$ cat src/source/audio_pkg.sv
package audio_pkg;

    // SD block geometry
    localparam int block_bytes = 512;

    // one audio sample, unsigned
    localparam int sample_width = 8;

    // command index bytes with start and transmission bits already set
    localparam logic [7:0] cmd_go_idle = 8'h40;     // CMD0
    localparam logic [7:0] cmd_read_block = 8'h51;  // CMD17

    // data start token before the payload of a single block read
    localparam logic [7:0] token_start_block = 8'hFE;

    // R1 with only the idle bit set
    localparam logic [7:0] r1_idle = 8'h01;

    localparam int block_addr_width = 32;

endpackage

$ cat src/source/audio_pwm.sv
module audio_pwm (
    input  logic                               clk,
    input  logic                               reset,
    input  logic [audio_pkg::sample_width-1:0] sample,
    input  logic                               load_sample,
    input  logic                               load_zero,
    output logic                               period_wrap,
    output logic                               pwm_out
);

    // pop at wrap, load one cycle later, so the compare runs two counts behind
    localparam logic [7:0] load_lag = 8'd2;

    logic [7:0]                         counter;
    logic [7:0]                         phase;
    logic [audio_pkg::sample_width-1:0] sample_reg;

    assign period_wrap = (counter == 8'd0);
    assign phase       = counter - load_lag;   // zero when the new sample takes effect

    always_ff @(posedge clk) begin
        if (reset) begin
            counter    <= '0;
            sample_reg <= '0;
            pwm_out    <= 1'b0;
        end else begin
            counter <= counter + 8'd1;   // free running, wraps every 256
            if (load_sample) sample_reg <= sample;
            else if (load_zero) sample_reg <= '0;
            pwm_out <= (phase < sample_reg);
        end
    end

endmodule

$ cat config.mk
export PLATFORM = sky130hd
export DESIGN_NAME = audio_pwm
export DESIGN_NICKNAME = d
export VERILOG_FILES = /design/src/source/audio_pkg.sv /design/src/source/audio_pwm.sv
export SDC_FILE = /design/constraint.sdc
export NUM_CORES = 1
export LEC_CHECK = 0
export ABC_AREA = 1
export BUFFER_PORTS_ARGS = -buffer_cell sky130_fd_sc_hd__buf_2
export CAP_MARGIN = 20
export CELL_PAD_IN_SITES_DETAIL_PLACEMENT = 0
export CELL_PAD_IN_SITES_GLOBAL_PLACEMENT = 1
export CORE_AREA = 2 2 54 56
export CTS_BUF_LIST = sky130_fd_sc_hd__clkbuf_8
export DETAILED_ROUTE_END_ITERATION = 8
export DIE_AREA = 0 0 56 58
export PLACE_DENSITY = 0.75
export SYNTH_ARGS = -nofsm -noshare
export SYNTH_HDL_FRONTEND = slang
export SYNTH_SLANG_ARGS = --single-unit
export TNS_END_PERCENT = 5
$ cat constraint.sdc
create_clock -name clk -period 1.7 [get_ports clk]
set_clock_uncertainty 0.1 [all_clocks]
set_input_delay 0.255 -clock clk [delete_from_list [all_inputs] [get_ports clk]]
set_output_delay 0.255 -clock clk [all_outputs]
set_load 0.03 [all_outputs]
==> flow_summary_export.csv <==
group,metric,value,unit
cells_and_area,syn2layout_area_growth,30.3,%
setup_path,r2r_setup_slack,-0.07,ns
sta,maxSlewHeadroom,80.7,%
global_route,use_met3,3.13,%
sta,finalHoldViolations,0,
placement,portBuffers,13,
route,ant_nets,0,
sta,finalCritPeriodShare,104,%
clock_network,path_clk_slew,0.07,ns
power_and_ir_drop,power_leakage,0.000594,uW
cells_and_area,fill_cells,276,
sta,setup_tns,-0.106,ns
global_route,grt_antenna_before_repair,0,
setup_path,critPathKind,"reg -> reg",
setup_path,cp-startpoint,"counter[2]",
setup_path,cp-end-kind,"flip-flop",
clock_network,cts_tree,"done",
setup_path,worstPathMaxFanout,3,
route,viasPerCell,4.55,
setup_path,crit_end,"pwm_out",
route,wl_per_cell,10.3,um
setup_path,critical_path.slowest_cell,"dfxtp_2",
synthesis,syn_inst,129,
global_route,grt_pass1_vias,859,
synthesis,netlist_area,937,um^2
setup_path,reg2reg_to,"pwm_out",
global_route,grt_pass1_wl,3370,um
cells_and_area,drive_gt1_share,25.5,%
clock_network,postCtsHoldBufs,0,
power_and_ir_drop,p_per_area,797,mW/mm^2
clock_network,clockBufferDepth,2,
route,vias,855,
route,routed_wl,1940,um
job,max-cap-violations,0,
sta,fmax,565,MHz
clock_network,root_buffer,"clkbuf_8",
min_path,holdCritPathClass,"in -> reg",
placement,dp.cells,182,
global_route,use_met1,14.9,%
synthesis,ys_ff_latch,17,
die,pin_count,14,
setup_path,path_buf_inv,1,
die,start_util,35.2,%
cells_and_area,seq_area,342,um^2
setup_path,crit_cells,11,
synthesis,yosysUniqueCellTypes,18,
global_route,grt-ovfl-total,0,
synthesis,yosysSeqAreaShare,36.3,%
sta,fin_ws,-0.0689,ns
route,drtPass1Iterations,4,
die,fp.dieArea,0.00325,mm^2
die,die_h,58,um
sta,rsz0062_at_grt,"yes",
setup_path,cpPeakStageDelay,0.33,ns
sta,drv_slew,0,
setup_path,rr_worst_depth,11,
clock_network,htreeDepth,1,
synthesis,yosys_warnings,0,
die,fp.coreArea,0.00266,mm^2
power_and_ir_drop,peakVddDrop,451,uV
setup_path,cp_top_family,"adder cells",
sta,tightestPinTransition,0.290,ns
cells_and_area,instances_no_fill,188,
setup_path,cp_cell_sequence,"inv_2 > ha_4 > nand2_4 > nor2_4 > nand3b_1 > xnor2_1 > ha_1 > nand2_2 > o21bai_1 > nand3_1 > a21oi_1",
setup_path,cp.required,1.79,ns
cells_and_area,nets,181,
outcome,violations,"setup timing",
placement,pre_cts_slack,-0.147,ns
clock_network,clk_latency,0.25,ns
cells_and_area,post-route-util,45.9,%
placement,routabilityCongestion,0.765,
setup_path,crit_arrival,1.86,ns
placement,dpl.hpwl,1470,um
setup_path,worstSetupStartpointType,"flip-flop",
clock_network,clock_sinks,17,
clock_network,cts_inserted_buffers,3,
sta,setup_viol,2,
cells_and_area,multi_input_area,548,um^2
synthesis,synthesis.nets,152,
setup_path,r2r-start,"counter[2]",
global_route,grt_max_degree,16,
outcome,status,"finished, violations left",
die,rows,19,
cells_and_area,diodes,0,
sta,min_period,1.77,ns
global_route,gr-usage-all-layers,13.5,%
synthesis,synth.avg_cell_area,7.26,um^2
global_route,use_met2,22.4,%
global_route,top_usage_layer,"met2",
die,fp.dieW,56,um
route,drc,0,
route,drtIter0Drc,9,
[per-stage QoR]
stage / power, uW / instance area, um^2 / hold WS [ns]
after detailed placement: 644 / 1120 / 0.352
after floorplan: 574 / 943 / 0.224
after global placement: 635 / 1120 / 0.348
final: 973 / 1220 / 0.144
after CTS: 974 / 1200 / 0.141
after global routing: 1040 / 1220 / 0.165
[synth_stat cells, drive strengths merged]
cell / number / share of area [%]
xnor2: 1 / 0.93
nand3b: 1 / 0.80
nor2: 12 / 5.6
inv: 22 / 8.8
a21oi: 13 / 6.9
nand2: 34 / 14
o21bai: 1 / 0.80
o21ai: 3 / 1.6
a31oi: 1 / 0.67
nand4: 1 / 0.67
nand3: 3 / 1.6
xor2: 5 / 4.7
buf: 2 / 1.1
nor4: 1 / 0.67
nor3: 1 / 0.53
dfxtp: 17 / 36
ha: 11 / 15
[routing by layer]
layer	routed length, um	share of wire, %
met5	0	0
met1	898	46
met4	58	3.0
met2	941	48
met3	45	2.3
[layout by cell type, fill, tap and decap left out, types with 2 or more instances in the layout]
| cell type | n |
|---|---|
| nand2_1 | 32 |
| inv_1 | 21 |
| dfxtp_1 | 16 |
| buf_4 | 14 |
| a21oi_1 | 13 |
| buf_2 | 12 |
| ha_1 | 10 |
| nor2_1 | 9 |
| xor2_1 | 5 |
| o21ai_0 | 3 |
| clkbuf_8 | 3 |
| nor2_4 | 2 |
| inv_2 | 2 |
| nand3_1 | 2 |
[worst min path at each step]
stage / cells after the start / to / slack, ns / startpoint
final: 3 / sample_reg[3] / 0.14 / sample[3]
after floorplan: 1 / sample_reg[3] / 0.22 / reset
after global placement: 1 / counter[0] / 0.35 / counter[0]
after global routing: 3 / sample_reg[7] / 0.17 / sample[7]
after detailed placement: 2 / sample_reg[4] / 0.35 / sample_reg[4]
after CTS: 3 / sample_reg[5] / 0.14 / sample[5]
[where the power goes]
group	internal, uW	total [uW]	switching [uW]
sequential	417	426	9.52
combinational	116	243	126
clock	161	304	144
[logic make-up (layout without fill, tap and decap cells)]
logic type | Yosys count | count (layout) | share of synthesized area, %
buffers and inverters | 24 | 52 | 9.88
xor gates and xnor gates | 6 | 6 | 5.61
AOI/OAI and AO/OA | 18 | 18 | 10.0
DFF | 17 | 17 | 36.3
and+or+nand+nor | 53 | 53 | 23.5
adders and majority gates | 11 | 11 | 14.7
[tightest hold or removal path, stage by stage]
cell	delay, ns
buf_2	0.09
nand2_1	0.05
a21oi_1	0.05
[repair_timing]
action                     4_1_cts  5_1_grt
buffers inserted                 2        0
pin swaps                        8        5
setup endpoints to repair        2        2
resized for setup                9        4
[area by class of cell]
cell class              count  share of cell area [%]
clock buffers               3                    3.38
clock inverters             1                   0.307
inverters                  22                    6.76
multi-input cells          88                    44.9
flip-flops and latches     17                    28.0
well taps                  31                    3.18
repair buffers             26                    13.5
(Power assumes the default switching activity.)
