File: src/source/audio_pkg.sv
package audio_pkg;

    // SD block geometry
    localparam int block_bytes = 512;

    // one audio sample, unsigned
    localparam int sample_width = 8;

    // command index bytes with start and transmission bits already set
    localparam logic [7:0] cmd_go_idle = 8'h40;     // CMD0
    localparam logic [7:0] cmd_read_block = 8'h51;  // CMD17

    // data start token before the payload of a single block read
    localparam logic [7:0] token_start_block = 8'hFE;

    // R1 with only the idle bit set
    localparam logic [7:0] r1_idle = 8'h01;

    localparam int block_addr_width = 32;

endpackage

File: src/source/stream_control.sv
module stream_control #(
    parameter logic [audio_pkg::block_addr_width-1:0] start_block = '0,
    parameter int fifo_depth_log2 = 10
) (
    input  logic                                   clk,
    input  logic                                   reset,
    input  logic                                   play,
    input  logic                                   reader_ready,
    input  logic                                   block_done,
    input  logic [fifo_depth_log2:0]               fifo_count,
    input  logic                                   fifo_empty,
    input  logic                                   period_wrap,
    output logic                                   read_req,
    output logic [audio_pkg::block_addr_width-1:0] block_addr,
    output logic                                   pop,
    output logic                                   load_sample,
    output logic                                   load_zero
);

    localparam logic [fifo_depth_log2:0] fifo_depth = (fifo_depth_log2 + 1)'(1) << fifo_depth_log2;
    localparam logic [fifo_depth_log2:0] block_room =
        (fifo_depth_log2 + 1)'(audio_pkg::block_bytes);

    logic [fifo_depth_log2:0] free_space;
    logic                     has_room;

    assign free_space = fifo_depth - fifo_count;
    assign has_room   = (free_space >= block_room);   // whole block fits, no back-pressure

    assign pop = period_wrap && play && !fifo_empty;

    // block requests
    always_ff @(posedge clk) begin
        if (reset) begin
            read_req   <= 1'b0;
            block_addr <= start_block;
        end else if (block_done) begin
            read_req   <= 1'b0;
            block_addr <= block_addr + 1'b1;
        end else if (!read_req && reader_ready && has_room) begin
            read_req <= 1'b1;    // held with block_addr until block_done
        end
    end

    // sample pacing, one cycle behind the wrap to match fifo read latency
    always_ff @(posedge clk) begin
        if (reset) begin
            load_sample <= 1'b0;
            load_zero   <= 1'b0;
        end else begin
            load_sample <= pop;
            load_zero   <= period_wrap && !pop;   // silence when paused or starved
        end
    end

endmodule

File: config.mk
export PLATFORM = sky130hd
export DESIGN_NAME = stream_control
export DESIGN_NICKNAME = d
export VERILOG_FILES = /design/src/source/audio_pkg.sv /design/src/source/stream_control.sv
export SDC_FILE = /design/constraint.sdc
export NUM_CORES = 1
export LEC_CHECK = 0
export ABC_AREA = 1
export BUFFER_PORTS_ARGS = -buffer_cell sky130_fd_sc_hd__buf_2
export CORE_ASPECT_RATIO = 1.5
export CORE_MARGIN = 4
export CORE_UTILIZATION = 47
export DETAILED_ROUTE_END_ITERATION = 16
export PLACE_DENSITY_LB_ADDON = 0.08
export SKIP_CTS_REPAIR_TIMING = 1
export SLEW_MARGIN = 15
export SYNTH_ARGS = -nofsm -noshare
export SYNTH_HDL_FRONTEND = slang
export SYNTH_SLANG_ARGS = --single-unit
export TNS_END_PERCENT = 30
File: constraint.sdc
create_clock -name clk -period 1.4 [get_ports clk]
set_input_delay 0.21 -clock clk [delete_from_list [all_inputs] [get_ports clk]]
set_output_delay 0.21 -clock clk [all_outputs]
set_load 0.005 [all_outputs]
==> results of run 1 <==
## registers in the layout, indices dropped and copies added, names as in the netlist
name	cells
block_addr	32
load_zero	1
read_req	1
load_sample	1
## worst min path at each step
stage | to | startpoint | depth (start not counted)
finish | load_sample$_SDFF_PP0_ | fifo_empty | 2
global route | load_sample$_SDFF_PP0_ | fifo_empty | 2
CTS | load_sample$_SDFF_PP0_ | fifo_empty | 2
detailed placement | load_sample$_SDFF_PP0_ | fifo_empty | 2
global placement | load_sample$_SDFF_PP0_ | fifo_empty | 2
floorplan | load_sample$_SDFF_PP0_ | fifo_empty | 1
## stage by stage
stage                util  power, mW  std cells
floorplan               -       1.10        304
global placement    0.609       1.16        422
detailed placement  0.609       1.17        422
CTS                 0.634       1.98        430
global route        0.662       2.06        434
finish              0.662       1.96        434
## power by group through the flow
stage                     Combinational [mW]  Sequential (mW)  Clock (mW)
after floorplan                       0.0629             1.04           0
after detailed placement               0.132             1.04           0
after CTS                              0.132             1.01       0.838
final                                  0.133             1.01       0.816
after global routing                   0.153             1.02       0.889
after global placement                 0.129             1.04           0
## critical path, stage by stage, from the launching register on
cell and delay (ns):
dfxtp_4 0.37, ha_4 0.14, inv_2 0.04, nor2_4 0.18, nand2_4 0.10, nor2_4 0.15
nand2_1 0.08, xor2_1 0.18, nor2_1 0.06
## routing by layer
metal | routed length, um | vias up | track usage | part of all wire
li1 | - | 1125 | - | -
met1 | 2160 | 992 | 0.239 | 0.40
met2 | 2850 | 60 | 0.397 | 0.53
met3 | 249 | 15 | 0.0430 | 0.046
met4 | 164 | 0 | 0.110 | 0.030
met5 | 0 | - | 0 | 0
## area by class of cell
| cell class | instances | area (um^2) | share of cell area |
|---|---|---|---|
| Clock buffer | 8 | 100 | 0.0379 |
| Inverter | 35 | 131 | 0.0497 |
| Multi-Input combinational cell | 230 | 1150 | 0.435 |
| Sequential cell | 35 | 726 | 0.275 |
| Tap cell | 45 | 56.3 | 0.0213 |
| Timing Repair Buffer | 81 | 479 | 0.181 |
## placed cells by master, fill, tap and decap left out, types with 2 or more instances in the layout
cell,n
o21ai_0,3
nand2_2,5
and2_1,2
nand2_1,69
o21a_1,2
nor2_2,6
nor2_1,63
a21oi_1,16
buf_4,27
clkbuf_8,7
dfxtp_1,21
dfxtp_2,11
nand4_1,5
nor3_1,6
xnor2_1,4
buf_2,53
inv_1,34
dfxtp_4,3
nor2_4,10
nand3_1,26
## cell families (layout without fill, tap and decap cells)
family | Yosys count | in the layout
compound gates | 24 | 24
xor+xnor | 5 | 5
buf+inv | 39 | 124
flops | 35 | 35
fa+ha+maj | 1 | 1
simple gates | 200 | 200
==> run_results.csv, run 1 <==
group,metric,value,unit
synth,synthesis.nets,323,
synth,syn_area_per_cell,6.43,um^2
synth,synth_edf_count,0,
grt,grt_pass1_wl,9000,um
floorplanning,die_area,5280,um^2
setup_path,critPathArrivalTime,1.59,ns
routing,routedWlPerCell,12.5,um
setup_path,r2r_slack,-0.01,ns
setup_path,path_max_fanout,4,
floorplanning,fp.dieW,60.7,um
synth,synth_xor_area_frac,0.0224,
cts,cts_buffer_depth,2,
pwr,vdd_drop_max,0.579,mV
routing,ant_nets,0,
sta,finalHoldViolCount,0,
cts,cts_tree,"done",
sta,maxSlewViolCount,0,
routing,dr_total_vias,2192,
layout,nFillCells,398,
routing,drc,0,
status,status,"complete, but fails checks",
sta,fin_hold_ws,0.0940,ns
synth,synth_ff_type,"dfxtp_1",
pwr,swShare,0.228,
routing,dr.pass1.iters,4,
routing,drt_iter0_drc,95,
grt,grt_pass1_vias,2109,
synth,yosysTopAreaCell,"dfxtp_1",
floorplanning,coreArea,3990,um^2
grt,grt_max_degree,15,
layout,syn_to_final_growth,35.1,%
cts,h-tree-depth,2,
cts,clk_latency,0.29,ns
synth,synth_compound_area_frac,0.0665,
setup_path,start_kind,"flop",
floorplanning,num_rows,28,
pwr,p_switching,0.447,mW
pwr,internal_power,1.52,mW
cts,numClockSinks,35,
synth,syn_area,1960,um^2
synth,synth_most_common_cell,"nand2_1",
floorplanning,die_h,87,um
placement,hpwl,4210,um
synth,synth-simple-area-share,0.466,
floorplanning,io_pins,54,
sta,setup-tns-final,-0.0127,ns
pwr,p_leak,1.20,nW
pwr,p_comb_frac,0.068,
placement,place.gp.congestion,0.889,
setup_path,critPathCaptureType,"flop",
synth,ys_seq_elements,35,
setup_path,criticalPathCategory,"flop to flop",
synth,syn_inst,304,
pwr,p_per_area,743,nW/um^2
grt,overflow,0,
hold_path,min_path_type,"input pin to flop",
setup_path,rr_startpoint,"block_addr[0]$_SDFFE_PP0P_",
layout,n_antenna_cell,0,
synth,synth_commonest_cells,"nand2_1, nor2_1, dfxtp_1, inv_1, nand3_1",
layout,drive_above_1_share,0.332,
synth,synthMuxAreaShare,0,
cts,cts_root_buffer,"clkbuf_8",
floorplanning,initial_core_util,0.490,
sta,rsz0062_at_grt,"yes",
placement,pre_cts_ws,-0.0400,ns
routing,wl,5420,um
sta,slew_headroom,0.759,
setup_path,cp.required,1.58,ns
sta,period_minus_slack,1.41,ns
layout,nets,407,
sta,worst_pin_slew,0.362,ns
synth,yosysTopAreaCellShare,0.358,
grt,gr-usage-all-layers,0.222,
synth,synth_warnings,0,
grt,antenna_found_initial,0,
synth,synth_area_leaders,"dfxtp_1, nand2_1, nor2_1",
sta,fmax,708,MHz
sta,finalClockSkew,0.00805,ns
layout,fin_area,2640,um^2
pwr,seqPwrFrac,0.517,
placement,placedInstanceArea,2430,um^2
cts,cts-buffers-inserted,5,
cts,clk_pin_slew,0.07,ns
job,max-cap-violations,0,
setup_path,worstSetupStartpoint,"block_addr[0]$_SDFFE_PP0P_",
status,violations,"negative setup slack",
sta,min_period_over_period,1.01,
setup_path,crit_path_end,"block_addr[10]$_SDFFE_PP0P_",
synth,synth.distinct_cells,30,
setup_path,reg2regPathDepth,8,
pwr,clkPwrFrac,0.416,
sta,fin_ws,-0.0127,ns
synth,async_flop_share,0,
sta,setup_viol,1,
synth,synth_adder_area_share,0.00640,
synth,synth_top_family_by_area,"simple AND/OR/NAND/NOR gates",
placement,numPortBuffers,53,
synth,ys_seq_area_frac,0.358,
setup_path,reg2reg_to,"block_addr[10]$_SDFFE_PP0P_",
routing,viasPerCell,5.05,
No activity file was read; power rests on OpenSTA's default activity.
==> run 2: changes to the inputs <==
CORE_UTILIZATION = 52   (was 47)
clock period = 1.3 ns   (was 1.4 ns; I/O delays follow)
==> run_results.csv, run 2 (synthesis results as in run 1) <==
group,metric,value,unit
setup_path,reg2regPathDepth,8,
setup_path,criticalPathCategory,"flop to flop",
cts,cts_root_buffer,"clkbuf_8",
job,max-cap-violations,0,
sta,worst_pin_slew,0.379,ns
setup_path,worst_path_largest_cell_delay,0.37,ns
hold_path,hp-start,"fifo_empty",
hold_path,min_path_type,"input pin to flop",
setup_path,reg2reg_to,"block_addr[10]$_SDFFE_PP0P_",
pwr,p_leak,1.26,nW
cts,numClockSinks,35,
setup_path,critPathCaptureType,"flop",
layout,mostFrequentLayoutCell,"nand2_1",
setup_path,start_kind,"flop",
pwr,p_comb_frac,0.072,
cts,h-tree-depth,2,
layout,regMostFlops,"block_addr",
routing,drc,0,
setup_path,critPathArrivalTime,1.60,ns
placement,place.gp.congestion,0.895,
sta,finalClockSkew,0.00637,ns
setup_path,cp.required,1.48,ns
layout,syn_to_final_growth,41.1,%
cts,cts-buffers-inserted,5,
floorplanning,fp.dieW,58.1,um
sta,period_minus_slack,1.42,ns
setup_path,critPathTopFamily,"simple AND/OR/NAND/NOR gates",
setup_path,rr_startpoint,"block_addr[1]$_SDFFE_PP0P_",
cts,cts_buffer_depth,2,
routing,ant_nets,0,
routing,dr_total_vias,2227,
layout,n_antenna_cell,0,
floorplanning,die_area,4830,um^2
setup_path,path_max_fanout,5,
pwr,internal_power,1.64,mW
routing,routedWlPerCell,12.6,um
layout,layout_common_cells,"nand2_1, nor2_1, buf_2",
setup_path,crit_top_cell,"nor2_4",
cts,clk_latency,0.29,ns
floorplanning,io_pins,54,
sta,slew_headroom,0.747,
status,violations,"negative setup slack",
pwr,p_switching,0.464,mW
pwr,clkPwrFrac,0.408,
layout,fin_area,2760,um^2
pwr,seqPwrFrac,0.520,
placement,hpwl,4300,um
status,status,"complete, but fails checks",
layout,drive_above_1_share,0.390,
grt,grt_max_degree,15,
sta,min_period_over_period,1.09,
pwr,total_power,2.10,mW
grt,overflow,0,
placement,pre_cts_ws,-0.0920,ns
routing,viasPerCell,5.03,
layout,nets,418,
sta,fmax,703,MHz
cts,cts_tree,"done",
layout,largest_reg_flops,32,
layout,nFillCells,343,
sta,fin_ws,-0.123,ns
routing,dr.pass1.iters,6,
floorplanning,coreArea,3650,um^2
floorplanning,die_h,83.1,um
routing,drt_iter0_drc,85,
hold_path,hold_depth,2,
sta,rsz0062_at_grt,"yes",
setup_path,critPathBufInv,1,
setup_path,worstSetupStartpoint,"block_addr[1]$_SDFFE_PP0P_",
grt,antenna_found_initial,0,
setup_path,r2r_slack,-0.12,ns
setup_path,crit_chain,"ha_4, inv_2, nor2_4, nand2_4, nor2_4, nand2_1, xor2_1, nor2_1",
hold_path,whs_endpoint,"load_sample$_SDFF_PP0_",
sta,maxSlewViolCount,0,
floorplanning,num_rows,27,
grt,grt_pass1_wl,9210,um
sta,setup_viol,6,
sta,fin_hold_ws,0.0996,ns
pwr,vdd_drop_max,0.816,mV
pwr,swShare,0.221,
floorplanning,initial_core_util,0.536,
placement,placedInstanceArea,2540,um^2
setup_path,crit_cells,8,
sta,finalHoldViolCount,0,
grt,gr-usage-all-layers,0.241,
routing,wl,5570,um
setup_path,crit_slowest_cell,"dfxtp_4",
placement,numPortBuffers,53,
grt,grt_pass1_vias,2186,
pwr,p_per_area,762,nW/um^2
cts,clk_pin_slew,0.07,ns
run 2: cell count changes in the layout (fill, tap and decap cells not counted), moves of 3 or more:
| cell | delta |
|---|---|
| buf_4 | +12 |
| dfxtp_1 | -3 |
| dfxtp_2 | +4 |
| nand2_1 | -7 |
| nand2_2 | +7 |
| nor2_1 | -3 |
run 2: per-stage QoR:
stage,setup TNS [ns],util,cells
after floorplan,0,-,304
after detailed placement,-0.840,0.697,433
after global routing,-1.74,0.757,443
after CTS,-1.06,0.725,441
after global placement,-0.325,0.697,433
final,-0.317,0.757,443
run 2: final cells by class:
| class | count | area, um^2 | share of cell area |
|---|---|---|---|
| Tap cell | 43 | 53.8 | 0.0195 |
| Multi-Input combinational cell | 230 | 1190 | 0.431 |
| Clock buffer | 8 | 100 | 0.0363 |
| Timing Repair Buffer | 92 | 558 | 0.202 |
| Sequential cell | 35 | 727 | 0.263 |
| Inverter | 35 | 131 | 0.0476 |
run 2: power by group through the flow:
stage	Sequential, mW	Clock [mW]	Combinational (mW)
after detailed placement	1.12	0	0.148
after global placement	1.12	0	0.146
after global routing	1.09	0.912	0.172
final	1.09	0.858	0.152
after CTS	1.09	0.884	0.148
after floorplan	1.12	0	0.0698
run 2: worst max path at each step:
stage | to | slack (ns)
floorplan | block_addr[10]$_SDFFE_PP0P_ | 0.005
global placement | block_addr[8]$_SDFFE_PP0P_ | -0.05
detailed placement | block_addr[8]$_SDFFE_PP0P_ | -0.09
CTS | block_addr[21]$_SDFFE_PP0P_ | -0.11
global route | block_addr[24]$_SDFFE_PP0P_ | -0.20
finish | block_addr[10]$_SDFFE_PP0P_ | -0.12
run 2: worst register-to-register path: cells and delay by family (launching register included):
kind	cells	cell delay [ns]
fa+ha+maj	1	0.13
flops	1	0.37
buf+inv	1	0.04
simple gates	5	0.62
xor+xnor	1	0.16
run 2: layer usage:
layer	routed length, um	track usage
met1	2170	0.252
met2	2980	0.450
met3	258	0.0467
met4	159	0.0949
met5	0	0
