### src/source/audio_pkg.sv
package audio_pkg;

    // SD block geometry
    localparam int block_bytes = 512;

    // one audio sample, unsigned
    localparam int sample_width = 8;

    // command index bytes with start and transmission bits already set
    localparam logic [7:0] cmd_go_idle = 8'h40;     // CMD0
    localparam logic [7:0] cmd_read_block = 8'h51;  // CMD17

    // data start token before the payload of a single block read
    localparam logic [7:0] token_start_block = 8'hFE;

    // R1 with only the idle bit set
    localparam logic [7:0] r1_idle = 8'h01;

    localparam int block_addr_width = 32;

endpackage

### src/source/sd_block_reader.sv
module sd_block_reader #(
    parameter int spi_div = 2
) (
    input  logic                                  clk,
    input  logic                                  reset,
    input  logic                                  read_req,
    input  logic [audio_pkg::block_addr_width-1:0] block_addr,
    output logic                                  reader_ready,
    output logic                                  byte_valid,
    output logic [audio_pkg::sample_width-1:0]    byte_data,
    output logic                                  block_done,
    output logic                                  sd_cs,
    output logic                                  sd_sclk,
    output logic                                  sd_mosi,
    input  logic                                  sd_miso
);

    localparam int cnt_width = $clog2(audio_pkg::block_bytes);

    localparam logic [3:0] s_init      = 4'd0;  // 80 clocks, cs high
    localparam logic [3:0] s_cmd0      = 4'd1;
    localparam logic [3:0] s_cmd0_resp = 4'd2;
    localparam logic [3:0] s_idle      = 4'd3;
    localparam logic [3:0] s_cmd17     = 4'd4;
    localparam logic [3:0] s_r1        = 4'd5;
    localparam logic [3:0] s_token     = 4'd6;
    localparam logic [3:0] s_data      = 4'd7;
    localparam logic [3:0] s_crc       = 4'd8;

    logic [3:0]           state;
    logic [cnt_width-1:0] cnt;        // byte index within the current step
    logic                 in_flight;  // a byte is on the wire
    logic                 xfer_start;
    logic [7:0]           tx_byte;
    logic [7:0]           next_tx;
    logic                 xfer_busy;
    logic                 xfer_done;
    logic [7:0]           rx_byte;

    spi_byte_engine #(
        .spi_div(spi_div)
    ) u_spi (
        .clk       (clk),
        .reset     (reset),
        .xfer_start(xfer_start),
        .tx_byte   (tx_byte),
        .xfer_busy (xfer_busy),
        .xfer_done (xfer_done),
        .rx_byte   (rx_byte),
        .sclk      (sd_sclk),
        .mosi      (sd_mosi),
        .miso      (sd_miso)
    );

    // block_done blocks the still-held request of the block just finished
    assign reader_ready = (state == s_idle) && !block_done;

    // command frames, everything else clocks out 0xFF
    always_comb begin
        next_tx = 8'hFF;
        case (state)
            s_cmd0: begin
                case (cnt[2:0])
                    3'd0:    next_tx = audio_pkg::cmd_go_idle;
                    3'd5:    next_tx = 8'h95;   // valid crc for CMD0
                    default: next_tx = 8'h00;
                endcase
            end
            s_cmd17: begin
                case (cnt[2:0])
                    3'd0:    next_tx = audio_pkg::cmd_read_block;
                    3'd1:    next_tx = block_addr[31:24];
                    3'd2:    next_tx = block_addr[23:16];
                    3'd3:    next_tx = block_addr[15:8];
                    3'd4:    next_tx = block_addr[7:0];
                    default: next_tx = 8'hFF;   // crc unchecked in spi mode
                endcase
            end
            default: next_tx = 8'hFF;
        endcase
    end

    always_ff @(posedge clk) begin
        if (reset) begin
            state      <= s_init;
            cnt        <= '0;
            in_flight  <= 1'b0;
            xfer_start <= 1'b0;
            sd_cs      <= 1'b1;
            byte_valid <= 1'b0;
            block_done <= 1'b0;
        end else begin
            xfer_start <= 1'b0;
            byte_valid <= 1'b0;
            block_done <= 1'b0;
            if (state == s_idle) begin
                if (read_req && !block_done) begin
                    state <= s_cmd17;
                    cnt   <= '0;
                    sd_cs <= 1'b0;
                end
            end else if (!in_flight && !xfer_busy) begin
                xfer_start <= 1'b1;
                tx_byte    <= next_tx;
                in_flight  <= 1'b1;
            end else if (xfer_done) begin
                in_flight <= 1'b0;
                cnt       <= cnt + cnt_width'(1);
                case (state)
                    s_init: begin
                        if (cnt == cnt_width'(9)) begin
                            state <= s_cmd0;
                            cnt   <= '0;
                            sd_cs <= 1'b0;
                        end
                    end
                    s_cmd0: begin
                        if (cnt == cnt_width'(5)) begin
                            state <= s_cmd0_resp;
                        end
                    end
                    s_cmd0_resp: begin
                        if (rx_byte == audio_pkg::r1_idle) begin
                            state <= s_idle;
                            sd_cs <= 1'b1;
                        end
                    end
                    s_cmd17: begin
                        if (cnt == cnt_width'(5)) begin
                            state <= s_r1;
                        end
                    end
                    s_r1: begin
                        if (rx_byte == 8'h00) begin
                            state <= s_token;
                        end
                    end
                    s_token: begin
                        cnt <= '0;
                        if (rx_byte == audio_pkg::token_start_block) begin
                            state <= s_data;
                        end
                    end
                    s_data: begin
                        byte_valid <= 1'b1;
                        byte_data  <= rx_byte;
                        if (cnt == cnt_width'(audio_pkg::block_bytes - 1)) begin
                            state <= s_crc;
                            cnt   <= '0;
                        end
                    end
                    s_crc: begin
                        if (cnt == cnt_width'(1)) begin  // both crc bytes dropped
                            state      <= s_idle;
                            sd_cs      <= 1'b1;
                            block_done <= 1'b1;
                        end
                    end
                    default: state <= s_init;
                endcase
            end
        end
    end

endmodule

### src/source/spi_byte_engine.sv
module spi_byte_engine #(
    parameter int spi_div = 2
) (
    input  logic       clk,
    input  logic       reset,
    input  logic       xfer_start,
    input  logic [7:0] tx_byte,
    output logic       xfer_busy,
    output logic       xfer_done,
    output logic [7:0] rx_byte,
    output logic       sclk,
    output logic       mosi,
    input  logic       miso
);

    localparam int div_width = (spi_div > 1) ? $clog2(spi_div) : 1;

    logic [div_width-1:0] div_cnt;   // clk cycles within one sclk half period
    logic [2:0]           bit_cnt;
    logic [7:0]           tx_shift;
    logic [7:0]           rx_shift;
    logic                 half_tick;

    assign half_tick = (div_cnt == div_width'(spi_div - 1));

    // mode 0: sample miso on the rising edge, shift mosi on the falling edge
    always_ff @(posedge clk) begin
        if (reset) begin
            xfer_busy <= 1'b0;
            xfer_done <= 1'b0;
            sclk      <= 1'b0;
            mosi      <= 1'b1;          // idle high
            div_cnt   <= '0;
            bit_cnt   <= '0;
        end else begin
            xfer_done <= 1'b0;
            if (!xfer_busy) begin
                if (xfer_start) begin
                    xfer_busy <= 1'b1;
                    tx_shift  <= tx_byte;
                    mosi      <= tx_byte[7];   // msb set up before first rise
                    div_cnt   <= '0;
                    bit_cnt   <= '0;
                end
            end else if (half_tick) begin
                div_cnt <= '0;
                if (!sclk) begin
                    sclk     <= 1'b1;
                    rx_shift <= {rx_shift[6:0], miso};
                end else begin
                    sclk <= 1'b0;
                    if (bit_cnt == 3'd7) begin
                        xfer_busy <= 1'b0;
                        xfer_done <= 1'b1;
                        rx_byte   <= rx_shift;  // last bit taken on previous rise
                        mosi      <= 1'b1;
                    end else begin
                        bit_cnt  <= bit_cnt + 3'd1;
                        tx_shift <= {tx_shift[6:0], 1'b1};
                        mosi     <= tx_shift[6];
                    end
                end
            end else begin
                div_cnt <= div_cnt + div_width'(1);
            end
        end
    end

endmodule

### config.mk
export PLATFORM = sky130hd
export DESIGN_NAME = sd_block_reader
export DESIGN_NICKNAME = d
export VERILOG_FILES = /design/src/source/audio_pkg.sv /design/src/source/sd_block_reader.sv /design/src/source/spi_byte_engine.sv
export SDC_FILE = /design/constraint.sdc
export NUM_CORES = 1
export LEC_CHECK = 0
export BUFFER_PORTS_ARGS = -buffer_cell sky130_fd_sc_hd__buf_2
export CORE_ASPECT_RATIO = 0.7
export CORE_MARGIN = 5
export CORE_UTILIZATION = 50
export CTS_CLUSTER_DIAMETER = 120
export DETAILED_ROUTE_END_ITERATION = 10
export HOLD_SLACK_MARGIN = 0.03
export PLACE_DENSITY = 0.82
export SYNTH_ARGS = -nofsm -noshare
export SYNTH_HDL_FRONTEND = slang
export SYNTH_SLANG_ARGS = --single-unit
### constraint.sdc
create_clock -name clk -period 4.4 [get_ports clk]
set_input_delay 0.88 -clock clk [delete_from_list [all_inputs] [get_ports clk]]
set_output_delay 0.88 -clock clk [all_outputs]
set_load 0.1 [all_outputs]
==> results.json, run 1 <==
{
  "ctsResizeCount": 0,
  "outcome": "completed",
  "p_leak_nw": 1.324,
  "maxCapViolations": 0,
  "placed_cell_area_sq_um": 3411,
  "overflow": 0,
  "slew_headroom_pct": 26.76,
  "maxSlewViolCount": 0,
  "clk_pin_slew_ns": 0.06,
  "timing.rr.end": "tx_byte[1]",
  "use_met3_pct": 4.911,
  "avgViaCountPerCell": 5.755,
  "synth.net_count": 333,
  "synth_cell_type_count": 52,
  "gp_congestion": 0.8798,
  "cp-startpoint": "state[0]",
  "regArea_sq_um": 1692,
  "end_kind": "output port",
  "rows": 24,
  "fin_crit_ns": 3.186,
  "synth_top_area_share_pct": 37.35,
  "ctsHoldBuffers": 0,
  "grt_pass1_wl_microns": 10310,
  "synth_cells": 289,
  "fmax_mhz": 313.8,
  "r2r_cells": 6,
  "cts_max_level": 3,
  "insertedDiodeCount": 0,
  "finalSetupTns_ns": 0,
  "whs_ns": 0.4211,
  "hold_path.startpoint": "u_spi.rx_shift[7]",
  "setup_viol": 0,
  "nNetsFinal": 377,
  "seq_area_frac_synth_pct": 53.95,
  "multi_input_area_sq_um": 1335,
  "syn_area_sq_um": 3136,
  "tightest_slew_ns": 1.090,
  "worst-setup-path-type": "reg2out",
  "area_delta_synth_final_pct": 15.80,
  "skew_ns": 0.005269,
  "clkSinkCount": 65,
  "die_y_microns": 76.26,
  "nFillCells": 488,
  "cts_buffers": 9,
  "yosysTopAreaCell": "edfxtp_1",
  "grt_use_met2_pct": 23.01,
  "crit_arrival_ns": 2.31,
  "syn_avg_cell_area_sq_um": 10.85,
  "worstPathRequired_ns": 3.52,
  "synth_flop_cell": "edfxtp_1",
  "track_usage_pct": 15.70,
  "ant_nets": 0,
  "yosysWarnings": 0,
  "vias": 2394,
  "dieArea_sq_um": 7980,
  "netlist_top_cells_area": "edfxtp_1 (37%), dfxtp_1 (17%), nor2_1 (4.4%)",
  "detail_route.wl_per_cell_microns": 15.13,
  "clk_latency_ns": 0.34,
  "hpwl_microns": 4502,
  "post_cts_buffers": 0,
  "drc_errors": 0,
  "yosysMostFrequentCell": "edfxtp_1",
  "wl_microns": 6295,
  "cts_tree": "yes",
  "p_per_area_nw_per_um2": 358.5,
  "synth-seq-cells": 65,
  "met1_usage_pct": 21.31,
  "grt_max_degree": 25,
  "reg2reg_from": "cnt[2]",
  "synth_commonest_cells": "edfxtp_1 (39), nor2_1 (37), dfxtp_1 (26)",
  "r2r_slack_ns": 1.76,
  "ir_worst_vdd_v": 0.0002540,
  "io_pins": 50,
  "start_util_pct": 50.93,
  "critPathLaunchType": "flop",
  "dr.first_iter.drc_count": 207,
  "crit_end": "reader_ready",
  "hp-class": "reg2reg",
  "antenna_found_initial": 0,
  "synthArstFlopShare_pct": 0,
  "p_total_mw": 1.302,
  "io_buffer_count": 49,
  "final_hold_viol_count": 0,
  "grt_setup_unrepaired": "no",
  "stdcell_area_sq_um": 3631,
  "path_max_fanout": 23,
  "grt_pass1_vias": 2165,
  "cts_root_buffer": "clkbuf_8",
  "clock_path_buffers": 2,
  "core_area_sq_um": 6156,
  "drt-pass1-iter-count": 4,
  "top_usage_layer": "met2",
  "synth-edff-count": 39,
  "final_layout_size_suffix_gt1_share_pct": 24.85,
  "die_w_microns": 104.7,
  "period_share_pct": 72.42
}
==> worst min-delay path by stage <==
stage | endpoint | slack (ns) | depth (start not counted)
after floorplan | u_spi.rx_byte[7] | 0.40 | 0
after global placement | u_spi.rx_byte[7] | 0.40 | 0
after detailed placement | u_spi.rx_byte[7] | 0.40 | 0
after CTS | u_spi.rx_byte[7] | 0.42 | 0
after global routing | u_spi.rx_byte[7] | 0.43 | 0
final | u_spi.rx_byte[7] | 0.42 | 0
==> logic make-up (layout without fill, tap and decap cells) <==
kind of cell	after synthesis	in the layout	share of synthesized area [%]
AO/OA/AOI/OAI	65	65	14.25
XOR/XNOR	10	10	2.793
adder cells (fa/ha/maj)	8	8	3.192
buffers and inverters	25	74	3.472
flip-flops	65	65	53.95
multiplexers	10	10	3.551
AND/OR/NAND/NOR	106	106	18.79
==> layout make-up <==
class,instances,share of cell area (%)
flip-flops and latches,65,46.59
clock buffers,11,3.894
repair buffers,51,7.167
clock inverters,5,2.171
multi-input cells,199,36.77
inverters,7,0.7236
well taps,78,2.688
==> power by group <==
part / leakage (nW) / total [mW] / internal (mW) / switching, mW
logic: 0.661 / 0.0828 / 0.0376 / 0.0452
clock network: 0.113 / 0.547 / 0.333 / 0.213
registers: 0.550 / 0.672 / 0.655 / 0.0168
==> registers in the layout (all words and copies together), names as in the netlist, 3 cells and up <==
register        count
cnt                 9
u_spi.bit_cnt       3
byte_data           8
state               4
tx_byte             8
u_spi.rx_byte       8
u_spi.rx_shift      8
u_spi.tx_shift      7
==> routing by layer <==
layer	share of wire, %	routed length, microns
met4	1.7	105
met2	47	2966
met3	5.4	337
met1	46	2885
met5	0	0
==> cells in the final DEF, fill, tap and decap left out, types with 3 or more instances in the layout <==
| cell | instances |
|---|---|
| edfxtp_1 | 39 |
| ha_1 | 8 |
| buf_2 | 49 |
| mux2i_1 | 3 |
| mux2_2 | 6 |
| nand2b_1 | 5 |
| nor2_1 | 37 |
| nand2_1 | 15 |
| a311o_1 | 3 |
| dfxtp_1 | 26 |
| nand3_1 | 5 |
| nor3_1 | 8 |
| o21ai_0 | 8 |
| xnor2_1 | 5 |
| or3_1 | 3 |
| and3_1 | 5 |
| a211oi_1 | 7 |
| a21oi_1 | 15 |
| xor2_1 | 5 |
| a31oi_1 | 4 |
| nor4_1 | 6 |
| inv_1 | 7 |
| o21ai_1 | 8 |
| nand4_1 | 4 |
| clkbuf_8 | 10 |
| a221oi_1 | 7 |
==> worst max-delay path: stages (launching register included) <==
cell     delay, ns
dfxtp_1       0.73
nand2_1       0.27
or3_1         0.43
nor2_1        0.11
buf_2         0.43
==> metrics by stage <==
step,setup slack (ns),std cells,utilization (%)
floorplan,1.370,289,-
global route,1.047,416,58.98
CTS,1.206,416,58.98
finish,1.214,416,58.98
global placement,1.673,400,55.41
detailed placement,1.605,400,55.41
Note: power is estimated with default switching activity, not from simulation.
==> run 2, diff against run 1 <==
--- a/config.mk
+++ b/config.mk
@@ -5,6 +5,7 @@
 export SDC_FILE = /design/constraint.sdc
 export NUM_CORES = 1
 export LEC_CHECK = 0
+export ABC_AREA = 1
 export BUFFER_PORTS_ARGS = -buffer_cell sky130_fd_sc_hd__buf_2
 export CORE_ASPECT_RATIO = 0.7
 export CORE_MARGIN = 5
==> constraint.sdc (replaced) <==
create_clock -name clk -period 2.97 [get_ports clk]
set_input_delay 0.594 -clock clk [delete_from_list [all_inputs] [get_ports clk]]
set_output_delay 0.594 -clock clk [all_outputs]
set_load 0.1 [all_outputs]
==> run 2 against run 1 <==
Net effect: clock skew about the same; sequential share of layout area is 0.82 points lower; sequential cell count stayed put; first-iteration DRC count down 22%; register-to-register slack worse by 0.88 ns; clock-buffer cell count increased by 1; die area about the same; clock power rose by 50%; critical path depth unchanged; routed wire length fell by 0.30%.
==> results.json, run 2 <==
{
  "outcome": "completed",
  "synthArstFlopShare_pct": 0,
  "cp_top_family": "simple AND/OR/NAND/NOR gates",
  "maxCapViolations": 0,
  "final_layout_size_suffix_gt1_share_pct": 19.63,
  "rows": 24,
  "io_buffer_count": 49,
  "antenna_found_initial": 0,
  "synth_cells": 371,
  "netlist_top_cells_area": "edfxtp_1 (37%), dfxtp_1 (17%), nand2_1 (13%)",
  "track_usage_pct": 16.77,
  "final_hold_viol_count": 0,
  "die_y_microns": 76.27,
  "p_leak_nw": 1.522,
  "dieArea_sq_um": 7983,
  "grt_setup_unrepaired": "no",
  "core_area_sq_um": 6156,
  "fmax_mhz": 459.4,
  "wirelength_met1_microns": 2996,
  "skew_ns": 0.005091,
  "path_max_fanout": 9,
  "syn_area_sq_um": 3137,
  "nNetsFinal": 472,
  "synth-edff-count": 39,
  "end_kind": "output port",
  "io_pins": 50,
  "drc_errors": 0,
  "drt-pass1-iter-count": 5,
  "clock_path_buffers": 2,
  "grt_pass1_vias": 2360,
  "grt_pass1_wl_microns": 10880,
  "synth_commonest_cells": "nand2_1 (110), nor2_1 (46), edfxtp_1 (39)",
  "avgViaCountPerCell": 5.094,
  "crit_chain": "nor2_4 -> nand2_4 -> nor2_1 -> buf_2",
  "top_layer": "met4",
  "cpPeakStageDelay_ns": 0.43,
  "wl_met2_microns": 2887,
  "period_share_pct": 73.30,
  "cts_max_level": 3,
  "wl_microns": 6276,
  "dr.first_iter.drc_count": 162,
  "cp_num_buf_inv": 1,
  "vias": 2603,
  "final_common_cell": "nand2_1",
  "grt_max_degree": 16,
  "worstPathRequired_ns": 2.38,
  "largest_register_ff_count": 9,
  "seq_area_frac_synth_pct": 53.93,
  "synth-seq-cells": 65,
  "mostFrequentLayoutCells": "nand2_1 (110), buf_2 (49), nor2_1 (46)",
  "gp_congestion": 0.9024,
  "hp-class": "reg2reg",
  "synth_cell_type_count": 33,
  "crit_arrival_ns": 1.58,
  "setup_viol": 0,
  "synth_top_area_share_pct": 37.34,
  "fin_crit_ns": 2.177,
  "overflow": 0,
  "critPathLaunchType": "flop",
  "worst-setup-path-type": "reg2out",
  "maxSlewViolCount": 0,
  "ctsResizeCount": 0,
  "cts_tree": "yes",
  "yosysTopAreaCell": "edfxtp_1",
  "insertedDiodeCount": 0,
  "yosysMostFrequentCell": "nand2_1",
  "p_total_mw": 1.895,
  "cts_root_buffer": "clkbuf_8",
  "fin_util_pct": 60.04,
  "synth_flop_cell": "edfxtp_1",
  "area_delta_synth_final_pct": 17.83,
  "slowest_stage": "buf_2",
  "post_cts_buffers": 0,
  "start_util_pct": 50.96,
  "slew_headroom_pct": 56.19,
  "synth.net_count": 415,
  "p_per_area_nw_per_um2": 512.6,
  "nFillCells": 525,
  "whs_ns": 0.4285,
  "tightest_slew_ns": 0.6547,
  "clkSinkCount": 65,
  "clk_latency_ns": 0.33,
  "ant_nets": 0,
  "cts_buffers": 9,
  "die_w_microns": 104.7,
  "regMostFlops": "cnt",
  "syn_avg_cell_area_sq_um": 8.455,
  "detail_route.wl_per_cell_microns": 12.28,
  "yosysWarnings": 0,
  "clk_pin_slew_ns": 0.07,
  "ctsHoldBuffers": 0,
  "finalSetupTns_ns": 0,
  "ir_worst_vdd_v": 0.0003328,
  "hpwl_microns": 4873,
  "met3RoutedLength_microns": 343
}
[run 2: changes by cell type after synthesis, moves of 6 or more]
| cell | before | now |
|---|---|---|
| nand2_1 | 15 | 110 |
| inv_1 | 7 | 35 |
| nand3_1 | 5 | 25 |
| nor2_1 | 37 | 46 |
| o21ai_1 | 8 | 0 |
| nand2_2 | 0 | 7 |
| a211oi_1 | 7 | 1 |
| clkbuf_1 | 9 | 3 |
| mux2_2 | 6 | 0 |
[run 2: layout make-up]
cell class / count / area [sq um] / share of cell area (%)
clock buffers: 12 / 145.1 / 3.927
clock inverters: 4 / 76.32 / 2.065
inverters: 38 / 146.4 / 3.961
multi-input cells: 263 / 1279 / 34.60
flip-flops and latches: 65 / 1692 / 45.77
well taps: 78 / 97.59 / 2.640
repair buffers: 51 / 260.3 / 7.041
[run 2: where the power goes]
part	total, mW	internal (mW)	switching, mW	leakage (nW)
logic	0.0980	0.0338	0.0642	0.880
clock network	0.822	0.499	0.323	0.107
registers	0.975	0.965	0.0101	0.534
[run 2: worst paths after layout]
kind	from	endpoint	slack (ns)	cells after the start
setup / recovery	state[3]	reader_ready	0.79	4
hold / removal	u_spi.rx_shift[7]	u_spi.rx_byte[7]	0.43	0
setup reg to reg	cnt[1]	state[1]	0.88	11
hold reg to reg	u_spi.rx_shift[7]	u_spi.rx_byte[7]	0.43	0
[run 2: logic make-up after synthesis]
| group | count (synthesis) | share of synthesized area, % |
|---|---|---|
| adders and majority gates | 8 | 3.191 |
| xor gates and xnor gates | 1 | 0.2793 |
| and+or+nand+nor | 214 | 29.92 |
| buffers and inverters | 43 | 5.305 |
| DFF | 65 | 53.93 |
| AOI/OAI and AO/OA | 40 | 7.380 |
[run 2: stage by stage]
stage | std cells | setup WS [ns] | instance area [sq um]
final | 511 | 0.7931 | 3696
after global routing | 511 | 0.6054 | 3696
after detailed placement | 495 | 0.9125 | 3475
after global placement | 495 | 1.018 | 3475
after CTS | 511 | 0.7690 | 3696
after floorplan | 371 | 0.3177 | 3137
[run 2: metal layers]
layer / vias up / global-route usage [%]
li1: 1345 / -
met2: 56 / 25.09
met5: - / 0
met3: 10 / 6.181
met4: 0 / 4.853
met1: 1192 / 22.84
[run 2: worst register-to-register path, cell delays in order, from the launching register on]
cell and delay [ns]:
dfxtp_1 0.34, inv_1 0.11, ha_1 0.17, inv_1 0.04
nor2_1 0.50, nand4_1 0.16, nand2_1 0.16, nand2_1 0.11
nor2_4 0.19, nand3_1 0.11, nand2_1 0.07, nor2_1 0.04
==> run 3, diff against run 2 <==
--- a/config.mk
+++ b/config.mk
@@ -5,7 +5,7 @@
 export SDC_FILE = /design/constraint.sdc
 export NUM_CORES = 1
 export LEC_CHECK = 0
-export ABC_AREA = 1
+export ABC_AREA = 0
 export BUFFER_PORTS_ARGS = -buffer_cell sky130_fd_sc_hd__buf_2
 export CORE_ASPECT_RATIO = 0.7
 export CORE_MARGIN = 5
@@ -13,7 +13,7 @@
 export CTS_CLUSTER_DIAMETER = 120
 export DETAILED_ROUTE_END_ITERATION = 10
 export HOLD_SLACK_MARGIN = 0.03
-export PLACE_DENSITY = 0.82
+export PLACE_DENSITY = 0.85
 export SYNTH_ARGS = -nofsm -noshare
 export SYNTH_HDL_FRONTEND = slang
 export SYNTH_SLANG_ARGS = --single-unit
==> constraint.sdc (replaced) <==
create_clock -name clk -period 1.94 [get_ports clk]
set_input_delay 0.388 -clock clk [delete_from_list [all_inputs] [get_ports clk]]
set_output_delay 0.388 -clock clk [all_outputs]
set_load 0.1 [all_outputs]
==> run 3 against run 2 <==
Net effect: the flow now finishes with violations (setup timing); clock skew up 0.0064 ns; largest power group unchanged; critical path depth up 6; global-route usage up 3.0 points; clock power up 72%; clock-buffer cell count down 2; cell count down 6.7%; non-clock buffer count up 61.
==> results.json, run 3 (synthesis results as in run 1) <==
{
  "die_w_microns": 104.7,
  "area_delta_synth_final_pct": 37.31,
  "stdcell_area_sq_um": 4305,
  "skew_ns": 0.01149,
  "end_kind": "flop",
  "met1_usage_pct": 25.42,
  "cts_root_buffer": "clkbuf_8",
  "nNetsFinal": 438,
  "avgViaCountPerCell": 5.755,
  "core_area_sq_um": 6156,
  "gp_congestion": 0.8729,
  "cts_max_level": 3,
  "top_usage_layer": "met2",
  "hold_path.startpoint": "sd_miso",
  "slowest_stage": "or4b_1",
  "cp_top_family": "simple AND/OR/NAND/NOR gates",
  "outcome": "complete, but fails checks",
  "start_util_pct": 50.93,
  "clk_latency_ns": 0.35,
  "cts_tree": "yes",
  "critPathLaunchType": "flop",
  "slew_headroom_pct": 61.69,
  "whs_endpoint": "u_spi.rx_shift[0]",
  "cpPeakStageDelay_ns": 0.48,
  "fin_util_pct": 69.94,
  "hold_path_depth": 1,
  "grt_pass1_vias": 2583,
  "track_usage_pct": 19.81,
  "cp_num_buf_inv": 0,
  "p_per_area_nw_per_um2": 741.0,
  "reg2reg_from": "cnt[0]",
  "worst-setup-path-type": "reg2reg",
  "dr.first_iter.drc_count": 288,
  "ctsHoldBuffers": 0,
  "io_buffer_count": 49,
  "vias": 2745,
  "io_pins": 50,
  "p_total_mw": 3.190,
  "timing.rr.end": "state[1]",
  "placed_cell_area_sq_um": 3827,
  "cts_buffers": 9,
  "maxSlewViolCount": 0,
  "ir_worst_vdd_v": 0.0005226,
  "detail_route.wl_per_cell_microns": 17.48,
  "fin_crit_ns": 2.166,
  "violations": "setup timing",
  "r2r_slack_ns": -0.23,
  "dieArea_sq_um": 7980,
  "hp-class": "in2reg",
  "setup_viol": 6,
  "hpwl_microns": 5554,
  "whs_ns": 0.2171,
  "overflow": 0,
  "grt_pass1_wl_microns": 12600,
  "grt_max_degree": 19,
  "fin_cells": 477,
  "finalSetupTns_ns": -0.7484,
  "place_inst": 451,
  "clkSinkCount": 65,
  "crit_chain": "ha_4 -> nand3_2 -> nor2_2 -> ha_2 -> nand2_2 -> a41o_1 -> nor4_2 -> o211ai_2 -> or4b_1 -> a31oi_1",
  "path_max_fanout": 3,
  "crit_arrival_ns": 2.44,
  "antenna_found_initial": 0,
  "preCtsSetupSlack_ns": -0.2906,
  "ant_nets": 0,
  "regMostFlops": "cnt",
  "grt_setup_unrepaired": "yes",
  "r2r_cells": 10,
  "fmax_mhz": 461.7,
  "clk_pin_slew_ns": 0.07,
  "mostFrequentLayoutCells": "buf_4 (57), buf_2 (48), edfxtp_1 (39)",
  "final_layout_size_suffix_gt1_share_pct": 44.11,
  "insertedDiodeCount": 0,
  "wl_microns": 8339,
  "final_hold_viol_count": 0,
  "maxCapViolations": 0,
  "final_common_cell": "buf_4",
  "worstPathRequired_ns": 2.21,
  "tightest_slew_ns": 0.5602,
  "period_share_pct": 111.6,
  "drt-pass1-iter-count": 5,
  "use_met3_pct": 4.996,
  "rows": 24,
  "grt_use_met2_pct": 32.05,
  "nFillCells": 407,
  "drc_errors": 0,
  "p_leak_nw": 1.661,
  "die_y_microns": 76.26,
  "layout_setup_ws_ns": -0.2259,
  "largest_register_ff_count": 9,
  "clock_path_buffers": 2
}
[run 3: cell types whose count changed in the layout (fill, tap and decap cells not counted), moves of 6 or more]
cell     before  now
nand2_1     110   13
buf_4         2   57
inv_1        35    7
nand3_1      25    4
nor2_1       46   32
o21ai_1       0   12
dfxtp_1      26   17
o21ai_0      13    4
dfxtp_2       0    6
mux2_2        0    6
[run 3: worst max-delay path by stage]
| stage | from | to | slack [ns] | depth (start not counted) |
|---|---|---|---|---|
| after global placement | cnt[0] | state[1] | -0.19 | 10 |
| after CTS | cnt[0] | state[1] | -0.22 | 10 |
| final | cnt[0] | state[1] | -0.23 | 10 |
| after global routing | cnt[1] | state[1] | -0.37 | 10 |
| after detailed placement | cnt[0] | state[1] | -0.29 | 10 |
| after floorplan | cnt[2] | state[1] | -0.29 | 11 |
[run 3: final cells by class]
| class | count | area (sq um) | area share (%) |
|---|---|---|---|
| Clock buffer | 10 | 127.6 | 2.964 |
| Clock inverter | 6 | 115.1 | 2.674 |
| Inverter | 7 | 26.28 | 0.6103 |
| Multi-Input combinational cell | 199 | 1464 | 34.00 |
| Sequential cell | 65 | 1710 | 39.73 |
| Tap cell | 78 | 97.59 | 2.267 |
| Timing Repair Buffer | 112 | 764.5 | 17.76 |
[run 3: repair_timing]
item / 4_1_cts / 5_1_grt
resized for setup: 20 / 24
endpoints found under the setup margin: 17 / 28
pin swaps: 4 / 17
setup buffers: 3 / 8
[run 3: metal layers]
metal	up-vias	share of wire, %
met5	-	0
met3	15	5.4
met1	1323	43
met2	105	50
met4	0	2.1
li1	1302	-
[run 3: power by group]
part / switching, mW / total, mW / leakage [nW] / internal [mW]
logic: 0.150 / 0.277 / 0.988 / 0.127
registers: 0.0200 / 1.50 / 0.555 / 1.48
clock network: 0.551 / 1.41 / 0.117 / 0.861
total: 0.720 / 3.19 / 1.66 / 2.47
[run 3: worst register-to-register path, cell delays in order, from the launching register on]
cell and delay, ns:
dfxtp_4 0.37, ha_4 0.14, nand3_2 0.06, nor2_2 0.09, ha_2 0.19, nand2_2 0.04, a41o_1 0.24, nor4_2 0.17
o211ai_2 0.15, or4b_1 0.48, a31oi_1 0.16
